--- src/logic/gsm_sync_fifo.sv ---
// synchronous first-word-fall-through fifo
// drops pushes when full, ignores pops when empty
`default_nettype none

module gsm_sync_fifo #(
	parameter int DATA_W = 8,
	parameter int DEPTH_LOG2 = 4
) (
	input  logic                clk_320M,
	input  logic                rst_n,
	input  logic                i_push,
	input  logic [DATA_W-1:0]   i_push_data,
	input  logic                i_pop,
	input  logic [DEPTH_LOG2:0] i_af_thresh,
	output logic [DATA_W-1:0]   o_head,
	output logic                o_empty,
	output logic                o_full,
	output logic                o_almost_full
);

	localparam int DEPTH = 2 ** DEPTH_LOG2;

	logic [DATA_W-1:0]   mem [DEPTH];
	// one extra bit tells full from empty
	logic [DEPTH_LOG2:0] wr_ptr;
	logic [DEPTH_LOG2:0] rd_ptr;
	logic [DEPTH_LOG2:0] count;
	logic                do_push;
	logic                do_pop;

	assign count = wr_ptr - rd_ptr;
	assign o_empty = (count == '0);
	// msb of count only set at DEPTH
	assign o_full = count[DEPTH_LOG2];
	assign o_almost_full = (count >= i_af_thresh);

	assign do_push = i_push & ~o_full;
	assign do_pop = i_pop & ~o_empty;

	// head shows through without a read cycle
	assign o_head = mem[rd_ptr[DEPTH_LOG2-1:0]];

	always_ff @(posedge clk_320M or negedge rst_n) begin
		if (!rst_n) begin
			wr_ptr <= '0;
			rd_ptr <= '0;
		end else begin
			if (do_push)
				wr_ptr <= wr_ptr + 1'b1;
			if (do_pop)
				rd_ptr <= rd_ptr + 1'b1;
		end
	end

	// storage
	always_ff @(posedge clk_320M) begin
		if (do_push)
			mem[wr_ptr[DEPTH_LOG2-1:0]] <= i_push_data;
	end

endmodule

`default_nettype wire

--- config.mk ---
export PLATFORM = sky130hd
export DESIGN_NAME = gsm_sync_fifo
export DESIGN_NICKNAME = d
export VERILOG_FILES = /design/src/logic/gsm_sync_fifo.sv
export SDC_FILE = /design/constraint.sdc
export NUM_CORES = 1
export LEC_CHECK = 0
export CORE_ASPECT_RATIO = 1.1
export CORE_UTILIZATION = 60
export CTS_BUF_LIST = sky130_fd_sc_hd__clkbuf_4
export DETAILED_ROUTE_END_ITERATION = 10
export DONT_BUFFER_PORTS = 1
export GPL_TIMING_DRIVEN = 0
export PLACE_DENSITY_LB_ADDON = 0.08
export SYNTH_ARGS = -nofsm -noshare
export SYNTH_HDL_FRONTEND = slang
export SYNTH_SLANG_ARGS = --single-unit
--- constraint.sdc ---
create_clock -name clk_320M -period 4.8 [get_ports clk_320M]
set_clock_uncertainty 0.2 [all_clocks]
set_input_delay 0.96 -clock clk_320M [delete_from_list [all_inputs] [get_ports clk_320M]]
set_output_delay 0.96 -clock clk_320M [all_outputs]
set_load 0.03 [all_outputs]
==> out/results.ini <==
[clocking]
cts.sinks = 138
post_cts_buffers = 0
h-tree-depth = 4
clock_latency_ns = 0.50
cts_root_buffer = clkbuf_4
cts_made_buffers = 17
cts_tree = yes
clkTransAtPathRegs_ns = 0.09
cts_max_path_buffers = 2

[sta]
fin_crit_ns = 4.512
tightest_slew_ns = 1.141
hold_violations = 0
finalSetupViolations = 0
tns_ns = 0
period_share_pct = 94.01
final_max_slew_viol_count = 0
clock.fmax_mhz = 221.6
rsz0062_at_grt = no
relSlewSlack_pct = 23.74

[floorplanning]
core-area_um2 = 9444
die_area_um2 = 10210
io_pins = 28
rows = 37
die-width_um = 96.46
start_util_pct = 62.35
die_h_um = 105.9

[drt]
drt_wl_total_um = 11140
avgRoutedWirePerCell_um = 23.89
avgViaCountPerCell = 6.135
drc = 0
drt_iter0_drc = 216
ant_nets = 0
first_pass_iters = 4
route.vias.total = 2859

[layout]
fillers = 653
synthToLayoutAreaGrowth_pct = 7.735
layout-drive-gt1-share_pct = 24.36
multi_input_area_um2 = 1650
diodes = 0
nNetsFinal = 369
seqCellArea_um2 = 4094

[synth]
syn_area_per_cell_um2 = 18.57
seq_area_frac_synth_pct = 69.53
synth_common_cells = edfxtp_1 (128), nand2_1 (35), mux4_2 (29), ha_1 (13)
ys.flop_type = edfxtp_1
synthesis.area_um2 = 5888
synth_area_leaders = edfxtp_1 (65%), mux4_2 (11%), dfrtp_1 (4.2%)
synth_top_area_share_pct = 65.28
synth_edf_count = 128
ys_warn_count = 0
yosysMostFrequentCell = edfxtp_1
netlist_instances = 317
ys_seq_elements = 138
syn_nets = 348
async_reset_ff_share_pct = 7.246
yosysTopAreaCell = edfxtp_1
synth_cell_types = 41

[critical_path]
ff2ff_setup_slack_ns = 0.95
crit_type = reg -> out
r2r_cells = 8
cp-end-kind = primary output
arrival_ns = 3.35
r2r_end = mem[1][7]$_DFFE_PP_
path_max_fanout = 19
crit_path_start = rd_ptr[2]$_DFFE_PN0P_
crit_path_end = o_almost_full
r2r_start = rd_ptr[3]$_DFFE_PN0P_
cp-start-kind = flop
cp_data_required_time_ns = 3.64

[job]
cap_violations = 0

[worst_hold_path]
hold_start = rd_ptr[4]$_DFFE_PN0P_
hold_class = reg -> reg

[global_routing]
grt_max_degree = 17
grt_pass1_wl_um = 16990
track_usage_pct = 24.81
overflow = 0
antenna_found_initial = 0
first_global_vias = 3084

[place]
io_buffers = 0
place.gp.congestion = 0.8262
dp_hpwl_um = 7481

[power_and_ir_drop]
leakagePower_nw = 2.195
p_per_area_nw_per_um2 = 630.8
worst_ir_drop_vdd_v = 0.0003245
power_mw = 4.002

[outcome]
status = finished clean

[registers in the layout, indices dropped and copies added, names as in the netlist]
register	flops
mem	128
rd_ptr	5
wr_ptr	5
[placed cells by master (no fill, tap or decap), types with 2 or more instances in the layout]
master,n
mux4_1,3
and3_1,9
xor2_1,4
inv_1,11
buf_4,3
buf_2,4
and4_1,3
xnor2_1,5
nand4_1,4
a31oi_1,11
dfrtp_1,10
mux4_2,29
ha_1,13
bufinv_16,2
clkinvlp_4,2
nor4b_2,4
clkbuf_4,21
xnor2_2,2
clkinv_1,4
nand2_1,35
edfxtp_1,128
clkbuf_1,4
and4b_1,8
a21oi_1,3
clkinv_2,2
nand2_2,2
buf_12,2
buf_6,3
[worst min-delay path by stage]
| stage | endpoint | cells past startpoint |
|---|---|---|
| finish | rd_ptr[4]$_DFFE_PN0P_ | 1 |
| global placement | rd_ptr[4]$_DFFE_PN0P_ | 1 |
| CTS | mem[7][1]$_DFFE_PP_ | 0 |
| detailed placement | rd_ptr[4]$_DFFE_PN0P_ | 1 |
| global route | mem[15][3]$_DFFE_PP_ | 0 |
| floorplan | rd_ptr[4]$_DFFE_PN0P_ | 1 |
[layer usage]
| layer | vias up | global-route usage [%] | wire length [µm] |
|---|---|---|---|
| li1 | 1314 | - | - |
| met1 | 1460 | 32.42 | 4660 |
| met2 | 77 | 39.89 | 5822 |
| met3 | 8 | 6.438 | 556 |
| met4 | 0 | 9.559 | 95 |
| met5 | - | 0 | 0 |
[report_power, final]
part	internal [mW]	switching [mW]	total (mW)
combinational	0.717	1.09	1.81
sequential	1.44	0.0549	1.49
clock	0.322	0.377	0.700
total	2.48	1.52	4.00
[worst max-delay path: stages, from the launching register on]
cell and delay, ns:
dfrtp_1 0.33, buf_2 0.23, buf_4 0.33, inv_2 0.16, ha_1 0.36, a21oi_1 0.18, nand2_1 0.10, xnor2_2 0.28
inv_1 0.08, ha_1 0.27, inv_1 0.03, o22ai_1 0.21, a2bb2oi_4 0.29
[through the flow]
stage | cells | util, % | setup slack, ns | hold WS, ns | instance area (µm²)
floorplan | 317 | - | 0.8931 | 0.2604 | 5888
global placement | 434 | 63.90 | 0.3846 | 0.2739 | 6035
detailed placement | 436 | 64.19 | 0.4274 | 0.2796 | 6062
CTS | 467 | 67.10 | 0.05017 | 0.2929 | 6337
global route | 466 | 67.17 | 0.01476 | 0.2730 | 6344
finish | 466 | 67.17 | 0.2877 | 0.2980 | 6344
[cell families (layout without fill, tap and decap cells)]
kind of cell	count (synthesis)	in the layout	synth area share, %
mux	33	33	12.62
fa+ha+maj	14	14	3.103
compound gates	21	21	2.571
buf+inv	29	61	2.954
simple gates	71	71	7.331
flops	138	138	69.53
xor+xnor	11	11	1.891
[cell type report]
cell class | instances | area share (%)
flip-flops and latches | 138 | 64.54
multi-input cells | 150 | 26.02
clock buffers | 21 | 2.485
well taps | 117 | 2.308
plain buffers | 14 | 1.834
clock inverters | 9 | 1.598
inverters | 14 | 0.8284
repair buffers | 3 | 0.3945
[what timing repair did]
action / CTS / global route
pin swaps: 0 / 1
resized for setup: 1 / 1
hold buffers: 1 / 0
endpoints found under the hold margin: 10 / 0
setup endpoints to repair: 1 / 1
No activity file was read; power rests on OpenSTA's default activity.
