**src/logic/gsm_pkg.sv**
```systemverilog
// gsm memory unit shared definitions
// sizes, config register codes and emit scheduler states
`default_nettype none

package gsm_pkg;

	// -------------------------------------------------------------------------
	// sizes
	// -------------------------------------------------------------------------

	// switch ports, one ingress and one egress each
	localparam int NPORTS = 4;
	localparam int LOG_NPORTS = 2;

	// cell payload, 16 bytes
	localparam int DWIDTH = 128;

	// private region of 128 cells per ingress port
	localparam int AWIDTH = 7;

	// central ram address, source port in the upper bits
	localparam int RAM_AWIDTH = AWIDTH + LOG_NPORTS;

	// config bus data and almost-full threshold widths
	localparam int CFG_DWIDTH = 8;
	localparam int AF_WIDTH = 5;

	// -------------------------------------------------------------------------
	// encodings
	// -------------------------------------------------------------------------

	// config register select
	typedef enum logic [1:0] {
		CFG_EGRESS_EN = 2'd0,
		CFG_AF_THRESH = 2'd1
	} cfg_reg_e;

	// multicast emit scheduler
	typedef enum logic [1:0] {
		EMIT_IDLE = 2'd0,
		EMIT_READ = 2'd1,
		EMIT_WAIT = 2'd2,
		EMIT_SEND = 2'd3
	} emit_state_e;

endpackage

`default_nettype wire

```
**src/logic/gsm_cfg_regs.sv**
```systemverilog
// memory unit config registers
// egress enable mask and egress almost-full threshold
`default_nettype none

module gsm_cfg_regs
	import gsm_pkg::*;
(
	input  logic                  clk_320M,
	input  logic                  rst_n,
	// single-cycle write strobe
	input  logic                  i_cfg_wr,
	input  cfg_reg_e              i_cfg_addr,
	input  logic [CFG_DWIDTH-1:0] i_cfg_wdata,
	// register values
	output logic [NPORTS-1:0]     o_egress_en,
	output logic [AF_WIDTH-1:0]   o_af_thresh
);

	// all egress ports on, threshold at three quarters of 16 entries
	localparam logic [AF_WIDTH-1:0] AF_THRESH_RST = AF_WIDTH'(12);

	always_ff @(posedge clk_320M or negedge rst_n) begin
		if (!rst_n) begin
			o_egress_en <= '1;
			o_af_thresh <= AF_THRESH_RST;
		end else if (i_cfg_wr) begin
			case (i_cfg_addr)
				CFG_EGRESS_EN: begin
					o_egress_en <= i_cfg_wdata[NPORTS-1:0];
				end
				CFG_AF_THRESH: begin
					o_af_thresh <= i_cfg_wdata[AF_WIDTH-1:0];
				end
				// unknown codes, nothing changes
				default: begin
					o_egress_en <= o_egress_en;
				end
			endcase
		end
	end

endmodule

`default_nettype wire

```
**config.mk**
```make
export PLATFORM = sky130hd
export DESIGN_NAME = gsm_cfg_regs
export DESIGN_NICKNAME = d
export VERILOG_FILES = /design/src/logic/gsm_pkg.sv /design/src/logic/gsm_cfg_regs.sv
export SDC_FILE = /design/constraint.sdc
export NUM_CORES = 1
export LEC_CHECK = 0
export BUFFER_PORTS_ARGS = -buffer_cell sky130_fd_sc_hd__buf_2
export CAP_MARGIN = 5
export CORE_AREA = 2 2 39 41
export DETAILED_ROUTE_END_ITERATION = 7
export DIE_AREA = 0 0 41 43
export GPL_TIMING_DRIVEN = 0
export SLEW_MARGIN = 25
export SYNTH_ARGS = -nofsm -noshare
export SYNTH_HDL_FRONTEND = slang
export SYNTH_SLANG_ARGS = --single-unit
export TNS_END_PERCENT = 1
```
**constraint.sdc**
```tcl
create_clock -name clk_320M -period 0.8 [get_ports clk_320M]
set_input_delay 0 -clock clk_320M [delete_from_list [all_inputs] [get_ports clk_320M]]
set_output_delay 0 -clock clk_320M [all_outputs]
set_load 0.03 [all_outputs]
```
==> metrics, run 1 <==
r2r setup slk=30 ps; Residual DRC=0; Clock transition at path regs=60 ps; share of layout cells above drive strength 1=85.4%; CTS Buffer Depth=2; first drt pass iteration count=1; antenna viol nets, final=0; Max stage delay on crit path=540 ps; Post-synth ARST share=100%; Most Crowded Layer GR=met2; CP Capture Point=o_egress_en[0]; predominant post-synthesis flop cell=dfstp_2; minimum clock period=922 ps; routed wire length=754 um; Setup CP Type=reg -> out; Crit. Startpoint=o_egress_en[0]; Fin Setup TNS=-667 ps; EDFF count, synth=0; placed cell area=498 um2; critical path required time=800 ps; Vias/cell=4.25; Worst Path Buf+Inv=1; Crit Path Max Fanout=2; Synth area leader=dfstp_2; Crit-path slowest cell=dfstp_2; Peak Freq=1080 MHz; Ys Warns=0; num rows=14; Worst R2R End=o_af_thresh[4]; core region area=1380 um2; Die Y=43 um; full die area=1760 um2; Worst setup SP type=flip-flop; clk sinks=9; routed length per instance=11.8 um; slew of the pin with the lowest slew margin=267 ps; initial core utilization=26.9%; gpl congestion=0.607; M3 GR Usage=4.71%; peak supply drop=0.000941 V; Die X=41 um; failing checks=negative setup slack; Fin Hold WS=138 ps; Post-CTS Setup Inserts=0; Static Leak=0.298 nW; I/O Pins=22; initial antenna violation count=0; met1 usage=11.3%; Post-Layout Cell Count=64; Synth Area in Adders=0%; max-cap violation count=0; RSZ-0062 raised after global routing=yes; R2R depth=1; diode count=0; Mean Syn Cell Area=18.6 um2; Post-synth top cells=mux2_2, dfstp_2, dfrtp_1, nand3b_4, nor3b_4; power per cell area=2410 nW/um2; CTS H-Tree Depth=1; Finish-stage setup viols=6; Worst EP arrival=920 ps; first-pass GRT wire length=1150 um; clock root cell=clkbuf_4; design area=641 um2; setup slack after layout=-122 ps; Layout area overhead=71.8%; FF+latch count, synth=9; Critical R2R Launch=o_af_thresh[4]; drt initial violations=0; GRT overflow=0; largest net degree at the start of global routing=10; top-count cell post-synth=mux2_2; Final Core Density=46.3%; Final Net Count=62; CP Capture Type=primary output; CP Depth=1; post-synth top area share=42.3%; post-synthesis sequential area ratio=62.4%; mux contribution to synthesized area=27.2%; status=finished with violations; Post-Syn Area=373 um2; post-synthesis simple-gate area fraction=10.4%; Worst-Skew Late Latency=250 ps; post-DP HPWL=539 um; compound-gate portion of the synthesized area=0%; Max Transition Viols Final=0; CTS Buf Count=3; top cells by area, synth=dfstp_2, mux2_2, dfrtp_1, nand3b_4, nor3b_4; Worst slew margin=82.2%; largest family of logic cells by synthesized area=multiplexers; post-synth cell types=5; placed cell count=54; Hold Path Class=in -> async; met2 Use GR=15.3%; CP Cell Sequence=buf_6; endpoints failing hold=0; cell family with most CP delay=flip-flops; overall routing resource usage=10.5%; xor/xnor share of the synthesized area=0%; final period utilization=115%; Mapped Nets=33; input/output buffers=18; Via Count=272; TritonCTS clock tree=built; Worst Skew=0 ps; vias in the first global route=291; Cells after Synth=20
where the power goes:
group	switching, mW	total, mW	internal (mW)	leakage, nW
Combinational	0.267	0.556	0.289	0.188
Sequential	0.0603	0.651	0.590	0.0954
Clock	0.144	0.335	0.191	0.0150
registers in the layout, summed over array words and instances, names as in the netlist:
signal       cells
o_af_thresh      5
o_egress_en      4
final cells by class:
| class | count | area [um2] |
|---|---|---|
| Sequential cell | 9 | 236 |
| Multi-Input combinational cell | 11 | 151 |
| Fill cell | 129 | 743 |
| Timing Repair Buffer | 24 | 206 |
| Clock buffer | 4 | 26.3 |
| Tap cell | 16 | 20.0 |
logic make-up (layout without fill, tap and decap cells):
| group | after synthesis | count (layout) |
|---|---|---|
| DFF | 9 | 9 |
| and+or+nand+nor | 2 | 2 |
| muxes | 9 | 9 |
| buffers and inverters | 0 | 28 |
how the worst min path moves through the flow:
stage                           endpoint  slack [ps]  cells past startpoint
after global routing      o_af_thresh[1]         160                      2
after detailed placement  o_af_thresh[1]        -140                      1
after CTS                 o_af_thresh[1]         120                      2
after global placement    o_af_thresh[1]        -140                      1
final                     o_af_thresh[1]         140                      2
after floorplan           o_af_thresh[0]        -300                      0
layout by cell type, fill, tap and decap left out, drive strengths merged:
| master | Yosys | routed |
|---|---|---|
| mux2 | 9 | 9 |
| dlygate4sd3 | 0 | 6 |
| clkbuf | 0 | 4 |
| dfstp | 6 | 6 |
| dfrtp | 3 | 3 |
| nand3b | 1 | 1 |
| nor3b | 1 | 1 |
| buf | 0 | 18 |
routing by layer:
metal	part of all wire, %	wire, um
met1	41	312
met2	52	394
met3	6.2	47
met4	0	0
met5	0	0
stage by stage:
stage | total power, mW | setup slack (ps)
after global routing | 1.64 | -159
after CTS | 1.57 | -127
final | 1.54 | -122
after floorplan | 0.935 | -44.2
after detailed placement | 1.07 | -102
after global placement | 1.06 | -95.3
timing repair:
action	CTS	global route
resized for setup	18	0
hold buffers	6	0
endpoints found under the hold margin	16	0
setup endpoints to repair	9	9
pin swaps	0	0
No activity file was read; power rests on OpenSTA's default activity.
==> run 2, diff against run 1 <==
--- a/config.mk
+++ b/config.mk
@@ -8,10 +8,10 @@
 export BUFFER_PORTS_ARGS = -buffer_cell sky130_fd_sc_hd__buf_2
 export CAP_MARGIN = 5
 export CORE_AREA = 2 2 39 41
+export CTS_BUF_LIST = sky130_fd_sc_hd__clkbuf_8
 export DETAILED_ROUTE_END_ITERATION = 7
 export DIE_AREA = 0 0 41 43
 export GPL_TIMING_DRIVEN = 0
-export SLEW_MARGIN = 25
 export SYNTH_ARGS = -nofsm -noshare
 export SYNTH_HDL_FRONTEND = slang
 export SYNTH_SLANG_ARGS = --single-unit
==> metrics, run 2 (synthesized netlist as in run 1, its figures left out) <==
Storage cell area=236 um2 (unchanged); R2R depth=1 (unchanged); Clock transition at path regs=50 ps (was 60 ps); Worst Min Path Start=i_cfg_wdata[4]; clock root cell=clkbuf_8 (was clkbuf_4); antenna viol nets, final=0 (unchanged); Layout area overhead=60.1% (was 71.8%); endpoints failing hold=0 (unchanged); switch share=28.8% (was 30.6%); Die X=41 um (unchanged); overall routing resource usage=8.51% (was 10.5%); Residual DRC=0 (unchanged); core region area=1380 um2 (unchanged); CTS H-Tree Depth=1 (unchanged); I/O Pins=22 (unchanged); power per cell area=2760 nW/um2 (was 2410 nW/um2); full die area=1760 um2 (unchanged); CP Capture Type=primary output (unchanged); CP Cell Sequence=buf_6 (unchanged); Hold Path Class=in -> reg (was in -> async); initial antenna violation count=0 (unchanged); Worst Skew=0 ps (unchanged); WL met1=294 um (was 312 um); fillers=137 (was 129); part of the power in registers=39.1% (was 42.2%); failing checks=negative setup slack (unchanged); top flop regs=o_af_thresh: 5 flops, o_egress_en: 4 flops (unchanged); post-DP HPWL=539 um (unchanged); CTS Buffer Depth=2 (unchanged); routed wire length=672 um (was 754 um); routed length per instance=11.4 um (was 11.8 um); commonest non-fill, non-tap cell in the layout=buf_2; r2r setup slk=30 ps (about the same); Finish-stage setup viols=6 (unchanged); num rows=14 (unchanged); Fin Hold WS=13.7 ps (was 138 ps); Hold Crit Depth=2; most frequent cells in the layout=buf_2, buf_6, mux2_2, dfstp_2 (was buf_2, buf_6, mux2_2, dlygate4sd3_1, dfstp_2); largest reg by FF count=o_af_thresh (unchanged); TritonCTS clock tree=built (unchanged); setup slack after layout=-81.7 ps (was -122 ps); Worst setup SP type=flip-flop (unchanged); vias in the first global route=259 (was 291); input/output buffers=18 (unchanged); gpl congestion=0.607 (unchanged); GRT overflow=0 (unchanged); design area=597 um2 (was 641 um2); status=finished with violations (unchanged); first drt pass iteration count=2 (was 1); cell family with most CP delay=flip-flops (unchanged); DR WL met2=320 um (was 394 um); clk sinks=9 (unchanged); Final Net Count=57 (was 62); slew of the pin with the lowest slew margin=272 ps (was 267 ps); critical path required time=800 ps (about the same); max FFs per register=5 (unchanged); Crit Path Max Fanout=2 (unchanged); multi-input combinational cell area=151 um2 (unchanged); share of layout cells above drive strength 1=95.3% (was 85.4%); first-pass GRT wire length=986 um (was 1150 um); Worst EP arrival=880 ps (was 920 ps); Max stage delay on crit path=530 ps (was 540 ps); minimum clock period=882 ps (was 922 ps); diode count=0 (unchanged); Critical R2R Launch=o_af_thresh[1] (was o_af_thresh[4]); Worst Path Buf+Inv=1 (unchanged); Via Count=255 (was 272); CTS Buf Count=3 (unchanged); Clock power frac=29.8% (was 21.7%); Crit-path slowest cell=dfstp_2 (unchanged); Worst-Skew Late Latency=220 ps (was 250 ps); NetSw=0.475 mW (was 0.472 mW); max-cap violation count=0 (unchanged); placed cell area=498 um2 (unchanged); drt initial violations=1 (was 0); final period utilization=110% (was 115%); peak supply drop=0.00124 V (was 0.000941 V); P_int=1.17 mW (was 1.07 mW); combinational share of power=31.1% (was 36.1%); top sig layer=met3 (unchanged); RSZ-0062 raised after global routing=yes (unchanged); Worst R2R End=o_af_thresh[1] (was o_af_thresh[4]); Static Leak=0.285 nW (was 0.298 nW); largest net degree at the start of global routing=10 (unchanged); Setup CP Type=reg -> out (unchanged); Max Transition Viols Final=0 (unchanged); Worst Hold End=o_af_thresh[4]; Peak Freq=1130 MHz (was 1080 MHz); Vias/cell=4.32 (was 4.25); Die Y=43 um (unchanged); DR WL met3=57 um (was 47 um); initial core utilization=26.9% (unchanged); Fin Setup TNS=-459 ps (was -667 ps); Worst slew margin=81.9% (was 82.2%)
==> run 2: cell count changes in the layout (fill, tap and decap cells not counted), moves of 2 or more <==
| cell | change |
|---|---|
| buf_2 | +2 |
| buf_6 | -2 |
| clkbuf_4 | -3 |
| clkbuf_8 | +3 |
| dlygate4sd3_1 | -5 |
==> run 2: power groups by stage <==
stage | registers [mW] | clock network (mW) | logic [mW]
3_3_place_gp | 0.635 | 0 | 0.429
4_1_cts | 0.646 | 0.512 | 0.513
5_1_grt | 0.659 | 0.549 | 0.537
6_report | 0.645 | 0.491 | 0.513
3_5_place_dp | 0.634 | 0 | 0.434
2_1_floorplan | 0.823 | 0 | 0.113
==> run 2: timing repair <==
action / in CTS / in global routing
gates resized for setup: 13 / 1
cloned: 0 / 0
setup endpoints to repair: 7 / 9
buffers inserted: 0 / 0
hold buffers: 1 / 0
endpoints found under the hold margin: 9 / 0
==> run 2: cell type report <==
cell class	count	share of cell area [%]
Sequential cell	9	39.6
Clock inverter	1	0.629
Tap cell	16	3.35
Clock buffer	3	6.92
Timing Repair Buffer	19	24.1
Multi-Input combinational cell	11	25.4
==> run 2: worst max-delay path by stage <==
stage / start / endpoint / slack, ps / cells past startpoint
2_1_floorplan: o_af_thresh[0] / o_af_thresh[0] / -40 / 1
4_1_cts: o_egress_en[1] / o_egress_en[1] / -90 / 1
5_1_grt: o_egress_en[2] / o_egress_en[2] / -110 / 1
6_report: o_egress_en[0] / o_egress_en[0] / -80 / 1
3_5_place_dp: i_cfg_addr[0] / o_egress_en[1] / -100 / 3
3_3_place_gp: i_cfg_addr[0] / o_egress_en[1] / -100 / 3
==> run 2: stage by stage <==
stage	worst slack, ps	utilization (%)	power (mW)	instances
after floorplan	-44.2	-	0.935	20
after global placement	-95.3	36.0	1.06	54
after detailed placement	-102	36.0	1.07	54
after CTS	-88.2	42.9	1.67	59
after global routing	-115	43.1	1.74	59
final	-81.7	43.1	1.65	59
==> run 2: metal layers <==
layer / GRT usage (%) / up-vias
met5: 0 / -
met2: 11.6 / 11
met4: 4.00 / 0
li1: - / 118
met1: 10.6 / 126
met3: 4.71 / 0
==> run 3, diff against run 2 <==
--- a/config.mk
+++ b/config.mk
@@ -5,13 +5,14 @@
 export SDC_FILE = /design/constraint.sdc
 export NUM_CORES = 1
 export LEC_CHECK = 0
-export BUFFER_PORTS_ARGS = -buffer_cell sky130_fd_sc_hd__buf_2
 export CAP_MARGIN = 5
 export CORE_AREA = 2 2 39 41
 export CTS_BUF_LIST = sky130_fd_sc_hd__clkbuf_8
 export DETAILED_ROUTE_END_ITERATION = 7
 export DIE_AREA = 0 0 41 43
+export DONT_BUFFER_PORTS = 1
 export GPL_TIMING_DRIVEN = 0
+export PLACE_DENSITY_LB_ADDON = 0.05
 export SYNTH_ARGS = -nofsm -noshare
 export SYNTH_HDL_FRONTEND = slang
 export SYNTH_SLANG_ARGS = --single-unit
==> metrics, run 3 (synthesized netlist as in run 1, its figures left out) <==
share of layout cells above drive strength 1=76.7% (was 95.3%); Hold Crit Depth=2 (unchanged); CP Depth=1 (unchanged); vias in the first global route=244 (was 259); full die area=1760 um2 (unchanged); initial antenna violation count=0 (unchanged); routed length per instance=16.1 um (was 11.4 um); GRT overflow=0 (unchanged); Storage cell area=236 um2 (unchanged); failing checks=negative setup slack (unchanged); Worst EP arrival=980 ps (was 880 ps); Via Count=202 (was 255); gpl congestion=0.475 (was 0.607); max FFs per register=5 (unchanged); RSZ-0062 raised after global routing=yes (unchanged); Residual DRC=0 (unchanged); commonest non-fill, non-tap cell in the layout=mux2_4 (was buf_2); multi-input combinational cell area=166 um2 (was 151 um2); I/O Pins=22 (unchanged); Worst Skew=0 ps (unchanged); input/output buffers=0 (was 18); clk sinks=9 (unchanged); overall routing resource usage=11.0% (was 8.51%); fillers=132 (was 137); largest reg by FF count=o_af_thresh (unchanged); final period utilization=109% (was 110%); minimum clock period=872 ps (was 882 ps); Crit Path Max Fanout=2 (unchanged); CTS H-Tree Depth=1 (unchanged); Final Net Count=44 (was 57); antenna viol nets, final=0 (unchanged); Layout area overhead=41.6% (was 60.1%); Worst setup SP type=flip-flop (unchanged); Die Y=43 um (unchanged); Worst slew margin=72.7% (was 81.9%); R2R depth=1 (unchanged); Worst Path Buf+Inv=0 (was 1); CP Capture Type=flip-flop (was primary output); top flop regs=o_af_thresh: 5 flops, o_egress_en: 4 flops (unchanged); drt initial violations=2 (was 1); clock root cell=clkbuf_8 (unchanged); Clock transition at path regs=40 ps (was 50 ps); power consumption=1.52 mW (was 1.65 mW); max-cap violation count=0 (unchanged); CTS Buffer Depth=2 (unchanged); Post-Place Worst Slack=-69.8 ps (was -102 ps); routed wire length=742 um (was 672 um); CP Cell Sequence=mux2_4 (was buf_6); cell family with most CP delay=flip-flops (unchanged); peak supply drop=0.000813 V (was 0.00124 V); Worst-Skew Late Latency=230 ps (was 220 ps); status=finished with violations (unchanged); Hold Path Class=in -> reg (unchanged); Peak Freq=1150 MHz (was 1130 MHz); TritonCTS clock tree=built (unchanged); largest net degree at the start of global routing=10 (unchanged); initial core utilization=26.9% (unchanged); diode count=0 (unchanged); CTS Buf Count=3 (unchanged); Crit-path slowest cell=dfrtp_2 (was dfstp_2); Die X=41 um (unchanged); power per cell area=2870 nW/um2 (was 2760 nW/um2); Max Transition Viols Final=0 (unchanged); setup slack after layout=-72.3 ps (was -81.7 ps); first drt pass iteration count=2 (unchanged); Vias/cell=4.39 (was 4.32); critical path required time=910 ps (was 800 ps); core region area=1380 um2 (unchanged); slew of the pin with the lowest slew margin=408 ps (was 272 ps); num rows=14 (unchanged); most frequent cells in the layout=mux2_4, dlygate4sd3_1, dfstp_2, clkbuf_8, dfrtp_2 (was buf_2, buf_6, mux2_2, dfstp_2); first-pass GRT wire length=1170 um (was 986 um); Finish-stage setup viols=15 (was 6); endpoints failing hold=0 (unchanged); Max stage delay on crit path=470 ps (was 530 ps); Static Leak=0.235 nW (was 0.285 nW); Setup CP Type=reg -> reg (was reg -> out)
==> run 3: layout make-up <==
cell class / count / share of cell area, %
clock buffers: 3 / 7.82
clock inverters: 1 / 0.711
multi-input cells: 11 / 31.5
flip-flops and latches: 9 / 44.8
well taps: 16 / 3.79
repair buffers: 6 / 11.4
==> run 3: worst paths after layout <==
check | start | end | slack, ps
setup / recovery | o_af_thresh[0] | o_af_thresh[0] | -70
hold / removal | i_cfg_addr[1] | o_egress_en[0] | 40
setup reg to reg | o_af_thresh[0] | o_af_thresh[0] | -70
hold reg to reg | o_af_thresh[1] | o_af_thresh[1] | 650
max in group asynchronous | rst_n | o_egress_en[2] | 340
min in group asynchronous | rst_n | o_af_thresh[0] | 140
==> run 3: report_power, final <==
group          total (mW)  internal (mW)  leakage (nW)  switching [mW]
clock               0.499          0.333        0.0269           0.166
sequential          0.838          0.600        0.0954           0.238
combinational       0.181          0.133         0.113          0.0480
total                1.52           1.07         0.235           0.452
==> run 3: metal layers <==
layer	part of all wire [%]	up-vias	global-route usage, %
li1	-	90	-
met1	36	103	10.5
met2	57	7	16.9
met3	6.5	2	5.76
met4	0.54	0	8.00
met5	0	-	0
==> run 3: what timing repair did <==
| action | in CTS | in global routing |
|---|---|---|
| hold buffers | 6 | 0 |
| endpoints found under the hold margin | 18 | 0 |
| setup endpoints to repair | 15 | 15 |
| setup buffers | 0 | 0 |
| resized for setup | 3 | 1 |
| gates cloned | 0 | 0 |
==> run 3: stage by stage <==
step,utilization (%),hold slack [ps],std cells,TNS (ps),area [um2]
6_report,38.2,36.6,46,-777,528
2_1_floorplan,-,-296,20,-281,388
3_5_place_dp,29.5,-295,36,-451,408
4_1_cts,37.9,25.2,46,-860,524
3_3_place_gp,29.5,-295,36,-385,408
5_1_grt,38.2,33.8,46,-1060,528
